==> src/hdl/roc_pkg.sv <==
// ##################################################
// Read-only cache shared definitions
// Widths, cache geometry, route and response codes
// ##################################################

`default_nettype none

package roc_pkg;

  // Request and data widths
  localparam int unsigned ADDR_W = 16;
  localparam int unsigned DATA_W = 32;
  localparam int unsigned ID_W   = 4;

  // Direct-mapped geometry, one word per line
  localparam int unsigned LINE_COUNT = 16;
  localparam int unsigned INDEX_W    = $clog2(LINE_COUNT);
  localparam int unsigned OFFSET_W   = 2;
  localparam int unsigned TAG_W      = ADDR_W - INDEX_W - OFFSET_W;

  // Addresses from here upward have no target
  localparam logic [ADDR_W-1:0] DECODE_LIMIT = 16'hF000;

  // Where a request is sent after decode
  typedef enum logic [1:0] {
    ROUTE_ERROR  = 2'd0,
    ROUTE_CACHE  = 2'd1,
    ROUTE_BYPASS = 2'd2
  } route_e;

  // Response codes, AXI style encoding
  typedef enum logic [1:0] {
    RESP_OKAY   = 2'b00,
    RESP_SLVERR = 2'b10,
    RESP_DECERR = 2'b11
  } resp_e;

endpackage

`default_nettype wire

==> src/hdl/roc_req_if.sv <==
// ##################################################
// Routed request from address decode to lookup
// ##################################################

`timescale 1ns/1ps
`default_nettype none

interface roc_req_if;

  logic                          valid;
  logic [roc_pkg::ADDR_W-1:0]    addr;
  logic [roc_pkg::ID_W-1:0]      id;
  roc_pkg::route_e               route;
  // Response handshake completed
  logic                          done;

  modport decode (output valid, addr, id, route, input done);

  modport lookup (input valid, addr, id, route);

endinterface

`default_nettype wire

==> src/hdl/roc_fill_if.sv <==
// ##################################################
// Fill path between lookup and refill
// Memory read request and its returned word
// ##################################################

`timescale 1ns/1ps
`default_nettype none

interface roc_fill_if;

  logic                          req_valid;
  logic                          req_ready;
  logic [roc_pkg::ADDR_W-1:0]    req_addr;
  // Word may be stored in the line
  logic                          req_cache;

  // Single cycle strobe, never stalled
  logic                          rsp_valid;
  logic [roc_pkg::DATA_W-1:0]    rsp_data;
  logic                          rsp_error;

  modport lookup (
    output req_valid, req_addr, req_cache,
    input  req_ready, rsp_valid, rsp_data, rsp_error
  );

  modport refill (
    input  req_valid, req_addr,
    output req_ready, rsp_valid, rsp_data, rsp_error
  );

endinterface

`default_nettype wire

==> src/hdl/roc_addr_decode.sv <==
// ##################################################
// Address decode for the read-only cache
// Routes each request and holds it until done
// ##################################################

`timescale 1ns/1ps
`default_nettype none

module roc_addr_decode (
  input  wire logic                       clk_i,
  input  wire logic                       rst_i,
  input  wire logic                       req_valid_i,
  output logic                            req_ready_o,
  input  wire logic [roc_pkg::ADDR_W-1:0] req_addr_i,
  input  wire logic [roc_pkg::ID_W-1:0]   req_id_i,
  input  wire logic [roc_pkg::ADDR_W-1:0] win_start_i,
  input  wire logic [roc_pkg::ADDR_W-1:0] win_end_i,
  roc_req_if.decode                       req
);

  logic                       init_q;
  logic                       busy_q;
  logic                       accept;
  roc_pkg::route_e            route_d;
  roc_pkg::route_e            route_q;
  logic [roc_pkg::ADDR_W-1:0] addr_q;
  logic [roc_pkg::ID_W-1:0]   id_q;

  // Error has priority over the window
  always_comb begin
    if (req_addr_i >= roc_pkg::DECODE_LIMIT) begin
      route_d = roc_pkg::ROUTE_ERROR;
    end else if (req_addr_i >= win_start_i && req_addr_i <= win_end_i) begin
      route_d = roc_pkg::ROUTE_CACHE;
    end else begin
      route_d = roc_pkg::ROUTE_BYPASS;
    end
  end

  // Not ready in the first cycle out of reset
  assign req_ready_o = init_q & ~busy_q;
  assign accept      = req_valid_i & req_ready_o;

  always_ff @(posedge clk_i) begin
    if (rst_i) begin
      init_q <= 1'b0;
      busy_q <= 1'b0;
    end else begin
      init_q <= 1'b1;
      if (accept) begin
        busy_q <= 1'b1;
      end else if (req.done) begin
        busy_q <= 1'b0;
      end
    end
  end

  always_ff @(posedge clk_i) begin
    if (accept) begin
      addr_q  <= req_addr_i;
      id_q    <= req_id_i;
      route_q <= route_d;
    end
  end

  assign req.valid = busy_q;
  assign req.addr  = addr_q;
  assign req.id    = id_q;
  assign req.route = route_q;

endmodule

`default_nettype wire

==> src/hdl/roc_lookup.sv <==
// ##################################################
// Cache lookup and request sequencing
// Tag, valid and data arrays, hit check, flush
// ##################################################

`timescale 1ns/1ps
`default_nettype none

module roc_lookup (
  input  wire logic                  clk_i,
  input  wire logic                  rst_i,
  input  wire logic                  flush_valid_i,
  output logic                       flush_ready_o,
  roc_req_if.lookup                  req,
  roc_fill_if.lookup                 fill,
  output logic                       load_o,
  output logic [roc_pkg::ID_W-1:0]   load_id_o,
  output logic [roc_pkg::DATA_W-1:0] load_data_o,
  output roc_pkg::resp_e             load_resp_o,
  input  wire logic                  done_i
);

  typedef enum logic [1:0] {
    ST_IDLE,
    ST_CHECK,
    ST_FILL,
    ST_RESP
  } state_e;

  state_e                              state_q;
  state_e                              state_d;
  logic [roc_pkg::TAG_W-1:0]           tag_q  [roc_pkg::LINE_COUNT];
  logic [roc_pkg::DATA_W-1:0]          data_q [roc_pkg::LINE_COUNT];
  logic [roc_pkg::LINE_COUNT-1:0]      valid_q;
  logic [roc_pkg::INDEX_W-1:0]         req_idx;
  logic [roc_pkg::TAG_W-1:0]           req_tag;
  logic                                hit;
  logic                                fill_valid;
  logic                                line_write;

  assign req_idx = req.addr[roc_pkg::OFFSET_W +: roc_pkg::INDEX_W];
  assign req_tag = req.addr[roc_pkg::ADDR_W-1 -: roc_pkg::TAG_W];
  assign hit     = valid_q[req_idx] && (tag_q[req_idx] == req_tag);

  always_comb begin
    state_d     = state_q;
    load_o      = 1'b0;
    load_data_o = '0;
    load_resp_o = roc_pkg::RESP_OKAY;
    fill_valid  = 1'b0;
    case (state_q)
      // Route and hit are decided in the arrival cycle
      ST_IDLE: begin
        if (req.valid) begin
          if (req.route == roc_pkg::ROUTE_ERROR) begin
            load_o      = 1'b1;
            load_resp_o = roc_pkg::RESP_DECERR;
            state_d     = ST_RESP;
          end else if (req.route == roc_pkg::ROUTE_CACHE && hit) begin
            load_o      = 1'b1;
            load_data_o = data_q[req_idx];
            state_d     = ST_RESP;
          end else begin
            fill_valid = 1'b1;
            state_d    = fill.req_ready ? ST_FILL : ST_CHECK;
          end
        end
      end
      // Miss checked, refill has not taken it yet
      ST_CHECK: begin
        fill_valid = 1'b1;
        if (fill.req_ready) begin
          state_d = ST_FILL;
        end
      end
      ST_FILL: begin
        if (fill.rsp_valid) begin
          load_o      = 1'b1;
          load_data_o = fill.rsp_data;
          load_resp_o = fill.rsp_error ? roc_pkg::RESP_SLVERR : roc_pkg::RESP_OKAY;
          state_d     = ST_RESP;
        end
      end
      ST_RESP: begin
        if (done_i) begin
          state_d = ST_IDLE;
        end
      end
      default: state_d = ST_IDLE;
    endcase
  end

  assign fill.req_valid = fill_valid;
  assign fill.req_addr  = req.addr;
  assign fill.req_cache = (req.route == roc_pkg::ROUTE_CACHE);
  assign load_id_o      = req.id;
  assign flush_ready_o  = (state_q == ST_IDLE) & ~req.valid;

  // Failed or uncached reads leave the line alone
  assign line_write = (state_q == ST_FILL) && fill.rsp_valid && fill.req_cache
                      && !fill.rsp_error;

  always_ff @(posedge clk_i) begin
    if (rst_i) begin
      state_q <= ST_IDLE;
      valid_q <= '0;
    end else begin
      state_q <= state_d;
      if (flush_valid_i && flush_ready_o) begin
        valid_q <= '0;
      end else if (line_write) begin
        valid_q[req_idx] <= 1'b1;
      end
    end
  end

  always_ff @(posedge clk_i) begin
    if (line_write) begin
      tag_q[req_idx]  <= req_tag;
      data_q[req_idx] <= fill.rsp_data;
    end
  end

endmodule

`default_nettype wire

==> src/hdl/roc_refill.sv <==
// ##################################################
// Refill engine toward backing memory
// One outstanding word read at a time
// ##################################################

`timescale 1ns/1ps
`default_nettype none

module roc_refill (
  input  wire logic                       clk_i,
  input  wire logic                       rst_i,
  roc_fill_if.refill                      fill,
  output logic                            mem_req_valid_o,
  input  wire logic                       mem_req_ready_i,
  output logic [roc_pkg::ADDR_W-1:0]      mem_req_addr_o,
  input  wire logic                       mem_rsp_valid_i,
  input  wire logic [roc_pkg::DATA_W-1:0] mem_rsp_data_i,
  input  wire logic                       mem_rsp_error_i
);

  typedef enum logic [1:0] {
    ST_IDLE,
    ST_REQ,
    ST_WAIT
  } state_e;

  state_e                     state_q;
  logic [roc_pkg::ADDR_W-1:0] addr_q;
  logic                       fill_accept;

  assign fill.req_ready = (state_q == ST_IDLE);
  assign fill_accept    = fill.req_valid & fill.req_ready;

  always_ff @(posedge clk_i) begin
    if (rst_i) begin
      state_q <= ST_IDLE;
    end else begin
      case (state_q)
        ST_IDLE: begin
          if (fill_accept) begin
            state_q <= ST_REQ;
          end
        end
        // Held until memory takes it
        ST_REQ: begin
          if (mem_req_ready_i) begin
            state_q <= ST_WAIT;
          end
        end
        ST_WAIT: begin
          if (mem_rsp_valid_i) begin
            state_q <= ST_IDLE;
          end
        end
        default: state_q <= ST_IDLE;
      endcase
    end
  end

  // Word aligned copy of the fill address
  always_ff @(posedge clk_i) begin
    if (fill_accept) begin
      addr_q <= {fill.req_addr[roc_pkg::ADDR_W-1:roc_pkg::OFFSET_W],
                 {roc_pkg::OFFSET_W{1'b0}}};
    end
  end

  assign mem_req_valid_o = (state_q == ST_REQ);
  assign mem_req_addr_o  = addr_q;

  // Memory response goes straight back
  assign fill.rsp_valid = (state_q == ST_WAIT) & mem_rsp_valid_i;
  assign fill.rsp_data  = mem_rsp_data_i;
  assign fill.rsp_error = mem_rsp_error_i;

endmodule

`default_nettype wire

==> src/hdl/roc_resp_stage.sv <==
// ##################################################
// Response holding register
// Keeps one response stable under back-pressure
// ##################################################

`timescale 1ns/1ps
`default_nettype none

module roc_resp_stage (
  input  wire logic                       clk_i,
  input  wire logic                       rst_i,
  input  wire logic                       load_i,
  input  wire logic [roc_pkg::ID_W-1:0]   load_id_i,
  input  wire logic [roc_pkg::DATA_W-1:0] load_data_i,
  input  wire roc_pkg::resp_e             load_resp_i,
  output logic                            done_o,
  output logic                            rsp_valid_o,
  input  wire logic                       rsp_ready_i,
  output logic [roc_pkg::ID_W-1:0]        rsp_id_o,
  output logic [roc_pkg::DATA_W-1:0]      rsp_data_o,
  output roc_pkg::resp_e                  rsp_resp_o
);

  logic                       valid_q;
  logic [roc_pkg::ID_W-1:0]   id_q;
  logic [roc_pkg::DATA_W-1:0] data_q;
  roc_pkg::resp_e             resp_q;

  // Handshake completes the request
  assign done_o = valid_q & rsp_ready_i;

  always_ff @(posedge clk_i) begin
    if (rst_i) begin
      valid_q <= 1'b0;
    end else if (load_i) begin
      valid_q <= 1'b1;
    end else if (done_o) begin
      valid_q <= 1'b0;
    end
  end

  always_ff @(posedge clk_i) begin
    if (load_i) begin
      id_q   <= load_id_i;
      data_q <= load_data_i;
      resp_q <= load_resp_i;
    end
  end

  assign rsp_valid_o = valid_q;
  assign rsp_id_o    = id_q;
  assign rsp_data_o  = data_q;
  assign rsp_resp_o  = resp_q;

endmodule

`default_nettype wire

==> src/hdl/roc_top.sv <==
// ##################################################
// Read-only cache subsystem top level
// Decode, lookup, refill and response stage
// ##################################################

`timescale 1ns/1ps
`default_nettype none

module roc_top (
  input  wire logic                       clk_i,
  input  wire logic                       rst_i,
  // Request
  input  wire logic                       req_valid_i,
  output logic                            req_ready_o,
  input  wire logic [roc_pkg::ADDR_W-1:0] req_addr_i,
  input  wire logic [roc_pkg::ID_W-1:0]   req_id_i,
  // Response
  output logic                            rsp_valid_o,
  input  wire logic                       rsp_ready_i,
  output logic [roc_pkg::ID_W-1:0]        rsp_id_o,
  output logic [roc_pkg::DATA_W-1:0]      rsp_data_o,
  output roc_pkg::resp_e                  rsp_resp_o,
  // Backing memory
  output logic                            mem_req_valid_o,
  input  wire logic                       mem_req_ready_i,
  output logic [roc_pkg::ADDR_W-1:0]      mem_req_addr_o,
  input  wire logic                       mem_rsp_valid_i,
  input  wire logic [roc_pkg::DATA_W-1:0] mem_rsp_data_i,
  input  wire logic                       mem_rsp_error_i,
  // Cacheable window, bounds inclusive
  input  wire logic [roc_pkg::ADDR_W-1:0] win_start_i,
  input  wire logic [roc_pkg::ADDR_W-1:0] win_end_i,
  input  wire logic                       flush_valid_i,
  output logic                            flush_ready_o
);

  logic                       load;
  logic [roc_pkg::ID_W-1:0]   load_id;
  logic [roc_pkg::DATA_W-1:0] load_data;
  roc_pkg::resp_e             load_resp;
  logic                       resp_done;

  roc_req_if  req_if ();
  roc_fill_if fill_if ();

  // Completion goes back to decode and lookup alike
  assign req_if.done = resp_done;

  roc_addr_decode i_decode (
    .clk_i       ( clk_i       ),
    .rst_i       ( rst_i       ),
    .req_valid_i ( req_valid_i ),
    .req_ready_o ( req_ready_o ),
    .req_addr_i  ( req_addr_i  ),
    .req_id_i    ( req_id_i    ),
    .win_start_i ( win_start_i ),
    .win_end_i   ( win_end_i   ),
    .req         ( req_if      )
  );

  roc_lookup i_lookup (
    .clk_i         ( clk_i         ),
    .rst_i         ( rst_i         ),
    .flush_valid_i ( flush_valid_i ),
    .flush_ready_o ( flush_ready_o ),
    .req           ( req_if        ),
    .fill          ( fill_if       ),
    .load_o        ( load          ),
    .load_id_o     ( load_id       ),
    .load_data_o   ( load_data     ),
    .load_resp_o   ( load_resp     ),
    .done_i        ( resp_done     )
  );

  roc_refill i_refill (
    .clk_i           ( clk_i           ),
    .rst_i           ( rst_i           ),
    .fill            ( fill_if         ),
    .mem_req_valid_o ( mem_req_valid_o ),
    .mem_req_ready_i ( mem_req_ready_i ),
    .mem_req_addr_o  ( mem_req_addr_o  ),
    .mem_rsp_valid_i ( mem_rsp_valid_i ),
    .mem_rsp_data_i  ( mem_rsp_data_i  ),
    .mem_rsp_error_i ( mem_rsp_error_i )
  );

  roc_resp_stage i_resp (
    .clk_i       ( clk_i       ),
    .rst_i       ( rst_i       ),
    .load_i      ( load        ),
    .load_id_i   ( load_id     ),
    .load_data_i ( load_data   ),
    .load_resp_i ( load_resp   ),
    .done_o      ( resp_done   ),
    .rsp_valid_o ( rsp_valid_o ),
    .rsp_ready_i ( rsp_ready_i ),
    .rsp_id_o    ( rsp_id_o    ),
    .rsp_data_o  ( rsp_data_o  ),
    .rsp_resp_o  ( rsp_resp_o  )
  );

endmodule

`default_nettype wire

==> config.mk <==
export PLATFORM = sky130hd
export DESIGN_NAME = roc_top
export DESIGN_NICKNAME = d
export VERILOG_FILES = /design/src/hdl/roc_pkg.sv /design/src/hdl/roc_req_if.sv /design/src/hdl/roc_fill_if.sv /design/src/hdl/roc_addr_decode.sv /design/src/hdl/roc_lookup.sv /design/src/hdl/roc_refill.sv /design/src/hdl/roc_resp_stage.sv /design/src/hdl/roc_top.sv
export SDC_FILE = /design/constraint.sdc
export NUM_CORES = 1
export LEC_CHECK = 0
export ABC_AREA = 1
export BUFFER_PORTS_ARGS = -buffer_cell sky130_fd_sc_hd__buf_2
export CORE_MARGIN = 2
export CORE_UTILIZATION = 30
export CTS_CLUSTER_SIZE = 25
export DETAILED_ROUTE_END_ITERATION = 10
export GPL_ROUTABILITY_DRIVEN = 0
export GPL_TIMING_DRIVEN = 0
export PLACE_DENSITY = 0.53
export SYNTH_ARGS = -nofsm -noshare
export SYNTH_HDL_FRONTEND = slang
export SYNTH_SLANG_ARGS = --single-unit
==> constraint.sdc <==
create_clock -name clk_i -period 5.9 [get_ports clk_i]
set_clock_uncertainty 0.2 [all_clocks]
set_input_delay 0.885 -clock clk_i [delete_from_list [all_inputs] [get_ports clk_i]]
set_output_delay 0.885 -clock clk_i [all_outputs]
set_load 0.05 [all_outputs]
==> results.rst <==
.. list-table::
   :header-rows: 1

   * - Metric
     - Value
   * - Status
     - complete, no violations
   * - Power per unit of standard cell area
     - 337 nW/um^2
   * - IO Count
     - 150
   * - Worst path cell trace
     - inv_1 > ha_1 > inv_1 > nor2_1 > inv_1 > nor3_1 > inv_1 > nor3_1 > inv_1 > nor2_4 > buf_12
   * - Fraction of synthesized cell area in xor and xnor cells
     - 0
   * - Type of the setup path with the least slack
     - reg2reg
   * - Post-Route WL
     - 94300 um
   * - Crit path capture type
     - flop
   * - First-pass GRT wire length
     - 137000 um
   * - Number of hold buffers added after cts
     - 0
   * - Yosys synthesis warning count
     - 0
   * - Commonest non-fill, non-tap cells in the layout
     - 744 x edfxtp_1, 640 x nand2_1, 243 x a21oi_1
   * - DR vias/cell
     - 4.95
   * - Cell type contributing the most total cell area after synthesis
     - edfxtp_1
   * - Most common library cell in the layout ignoring fill and taps
     - edfxtp_1
   * - Combined area of all synthesized cells
     - 31400 um^2
   * - Max transition margin
     - 0.195
   * - Sum of internal, switching and leakage power
     - 0.0126 W
   * - Most frequent CP cell
     - inv_1
   * - Combinational share of power
     - 0.104
   * - Count of port buffers added during placement
     - 147
   * - Buffers and inverters on the worst path
     - 6
   * - Clock root buffer
     - clkbuf_16
   * - Post-synthesis area per instance
     - 12.5 um^2
   * - GR Overflow Total
     - 0
   * - Post-route ant nets
     - 0
   * - Area added between synthesis and finish
     - 18.5%
   * - Portion of the post-synthesis area used by sequential elements
     - 0.728
   * - Number of cell rows
     - 118
   * - Multiplexer area fraction after synthesis
     - 0
   * - Highest ir drop seen on vdd
     - 220 uV
   * - Primary FF master, synth
     - edfxtp_1
   * - Type of the worst min-delay path
     - reg2reg
   * - Die Outline Area
     - 107000 um^2
   * - Synth async-reset ratio
     - 0
   * - Placeable core region
     - 104000 um^2
   * - H-tree level count
     - 3
   * - Setup repair after global routing missed its margin
     - no
   * - Required time at the worst-slack endpoint
     - 6.04 ns
   * - Leakage power total
     - 13.2 nW
   * - Internal portion of total power
     - 0.00928 W
   * - Synth top area share
     - 0.711
   * - Initial core utilization
     - 0.303
   * - TritonCTS clock tree
     - built
   * - Final std cells w/o fill
     - 4215
   * - Number of enable flip-flop cells after synthesis
     - 744
   * - GRT Resource Usage Total
     - 0.173
   * - Cell family with most CP delay
     - simple AND/OR/NAND/NOR gates
   * - Adder-Cell Fraction of Synth Area
     - 0.0143
   * - Max Buffers Root-to-Sink
     - 3
   * - Number of nets in the layout
     - 2895
   * - First-pass DRT Iterations
     - 5
   * - Hold violation count in the final report
     - 0
   * - Flip-flop and latch count after synthesis
     - 771
   * - Number of max-cap violations
     - 0
   * - Drt first-iter violations
     - 2151
   * - Post-CTS clock slew at the launch and capture registers of the worst setup and hold paths
     - 0.07 ns
   * - Vertical die dimension
     - 328 um
   * - Number of global-route vias before repair
     - 20100
   * - Slew at the pin closest to its max-slew limit
     - 1.20 ns
   * - Critical path fanouts, max
     - 23
   * - Average wire per cell in the routed design
     - 22.4 um
   * - Fraction of power spent switching nets
     - 0.261
   * - Clk sink count
     - 771
   * - Number of different library cells in the post-synthesis netlist
     - 38
   * - Share of cells above drive strength 1
     - 0.147
   * - Synth Area in Compound Gates
     - 0.104
   * - Clock share of power
     - 0.410
   * - Die X
     - 328 um
   * - Basic-gate share of the synthesized area counting and, or, nand and nor cells
     - 0.111
   * - Critical Path Source Type
     - flop
   * - Clock network latency to the later pin of the worst-skew pair
     - 0.67 ns
   * - Worst Path Arrival
     - 4.41 ns
   * - Placed wire-length estimate
     - 61200 um
   * - Slowest cell on the critical path
     - nor2_1
   * - DRC errors left
     - 0
   * - Max Fclk
     - 234 MHz
   * - Count of endpoints failing setup in the final report
     - 0
   * - Setup bufs post-CTS
     - 0
   * - Final period utilization
     - 0.723
   * - Final total negative setup slack
     - 0 ns
   * - Slew Limit Fails
     - 0
   * - Largest family of logic cells by synthesized area
     - simple AND/OR/NAND/NOR gates
   * - CP max stage delay
     - 0.91 ns
   * - Vias post-DR
     - 20900
   * - Number of clock buffers inserted by TritonCTS
     - 85
   * - WHS
     - 0.218 ns
   * - Largest net degree at the start of global routing
     - 29
   * - Number of antenna violations at the first check in global routing
     - 4
   * - Area contributors post-synth
     - edfxtp_1 71%, nand2_1 7.7%, a21oi_1 3.9%
   * - Psw
     - 0.00328 W
   * - Part of the total power dissipated in sequential elements
     - 0.486
   * - Clock period minus worst slack
     - 4.27 ns
   * - Placed instance count
     - 4060
   * - Number of gates resized after cts
     - 0
   * - Synth Instances
     - 2507
-- final timing paths --
check	startpoint	end	slack (ns)	depth (start not counted)
setup / recovery	i_lookup.state_q[0]$_SDFFE_PP0P_	i_lookup.data_q[11][14]$_DFFE_PP_	1.63	11
hold / removal	i_decode.req.id[0]$_DFFE_PP_	i_resp.rsp_id_o[0]$_DFFE_PP_	0.22	0
setup reg to reg	i_lookup.state_q[0]$_SDFFE_PP0P_	i_lookup.data_q[11][14]$_DFFE_PP_	1.63	11
hold reg to reg	i_decode.req.id[0]$_DFFE_PP_	i_resp.rsp_id_o[0]$_DFFE_PP_	0.22	0
-- power by group through the flow --
stage                     Sequential, W  Clock (W)  Combinational, W
after floorplan                 0.00634          0          0.000669
after global placement          0.00622          0           0.00130
after detailed placement        0.00622          0           0.00131
after CTS                       0.00611    0.00525           0.00131
after global routing            0.00612    0.00547           0.00142
final                           0.00611    0.00515           0.00130
-- cell usage after synthesis (4+ instances only) --
master	count
o21ai_1	17
inv_1	159
dfxtp_1	27
o21ai_0	50
a311o_1	6
o31ai_1	15
nand4_1	4
nor2_1	92
buf_4	14
a221oi_1	75
o211ai_1	30
nand2_1	641
nor3_1	7
a21oi_1	243
clkbuf_1	48
ha_1	36
a31oi_1	13
edfxtp_1	744
a32o_1	16
buf_2	73
a221o_1	19
nand3_1	129
o31ai_2	11
buf_1	15
-- registers in the layout, indices dropped and copies added (netlist names), 4 cells and up, named ones only --
signal,cells
i_decode.req.addr,14
i_decode.req.id,4
i_lookup.data_q,512
i_lookup.tag_q,160
i_lookup.valid_q,16
i_refill.mem_req_addr_o,14
i_resp.rsp_data_o,32
i_resp.rsp_id_o,4
-- area by class of cell --
type / instances / area (um^2)
Multi-Input combinational cell: 1423 / 7350
Antenna cell: 1 / 2.50
Inverter: 163 / 612
Buffer: 151 / 718
Fill cell: 10100 / 66600
Timing Repair Buffer: 172 / 1250
Tap cell: 1380 / 1730
Clock inverter: 52 / 483
Sequential cell: 771 / 22900
Clock buffer: 102 / 2210
-- metrics by stage --
step	worst slack (ns)	cell area, um^2	utilization
after global placement	-1.90	33900	0.327
after detailed placement	1.22	34500	0.333
after floorplan	1.63	31400	-
after global routing	1.41	37200	0.359
after CTS	1.59	37200	0.359
final	1.63	37200	0.359
-- cells by family (layout without fill, tap and decap cells) --
logic type,Yosys count,in the layout
adders and majority gates,36,36
and+or+nand+nor,879,879
AOI/OAI and AO/OA,506,506
other,1,3
buffers and inverters,314,640
DFF,771,771
-- layer usage --
| layer | wire length (um) | vias up | share of wire | global-route usage |
|---|---|---|---|---|
| met5 | 41 | - | 0.00043 | 0 |
| met4 | 1990 | 6 | 0.021 | 0.0450 |
| met3 | 6900 | 132 | 0.073 | 0.0317 |
| met2 | 43900 | 826 | 0.47 | 0.277 |
| met1 | 41500 | 10300 | 0.44 | 0.242 |
| li1 | - | 9607 | - | - |
Power figures use the tool's default switching activity.
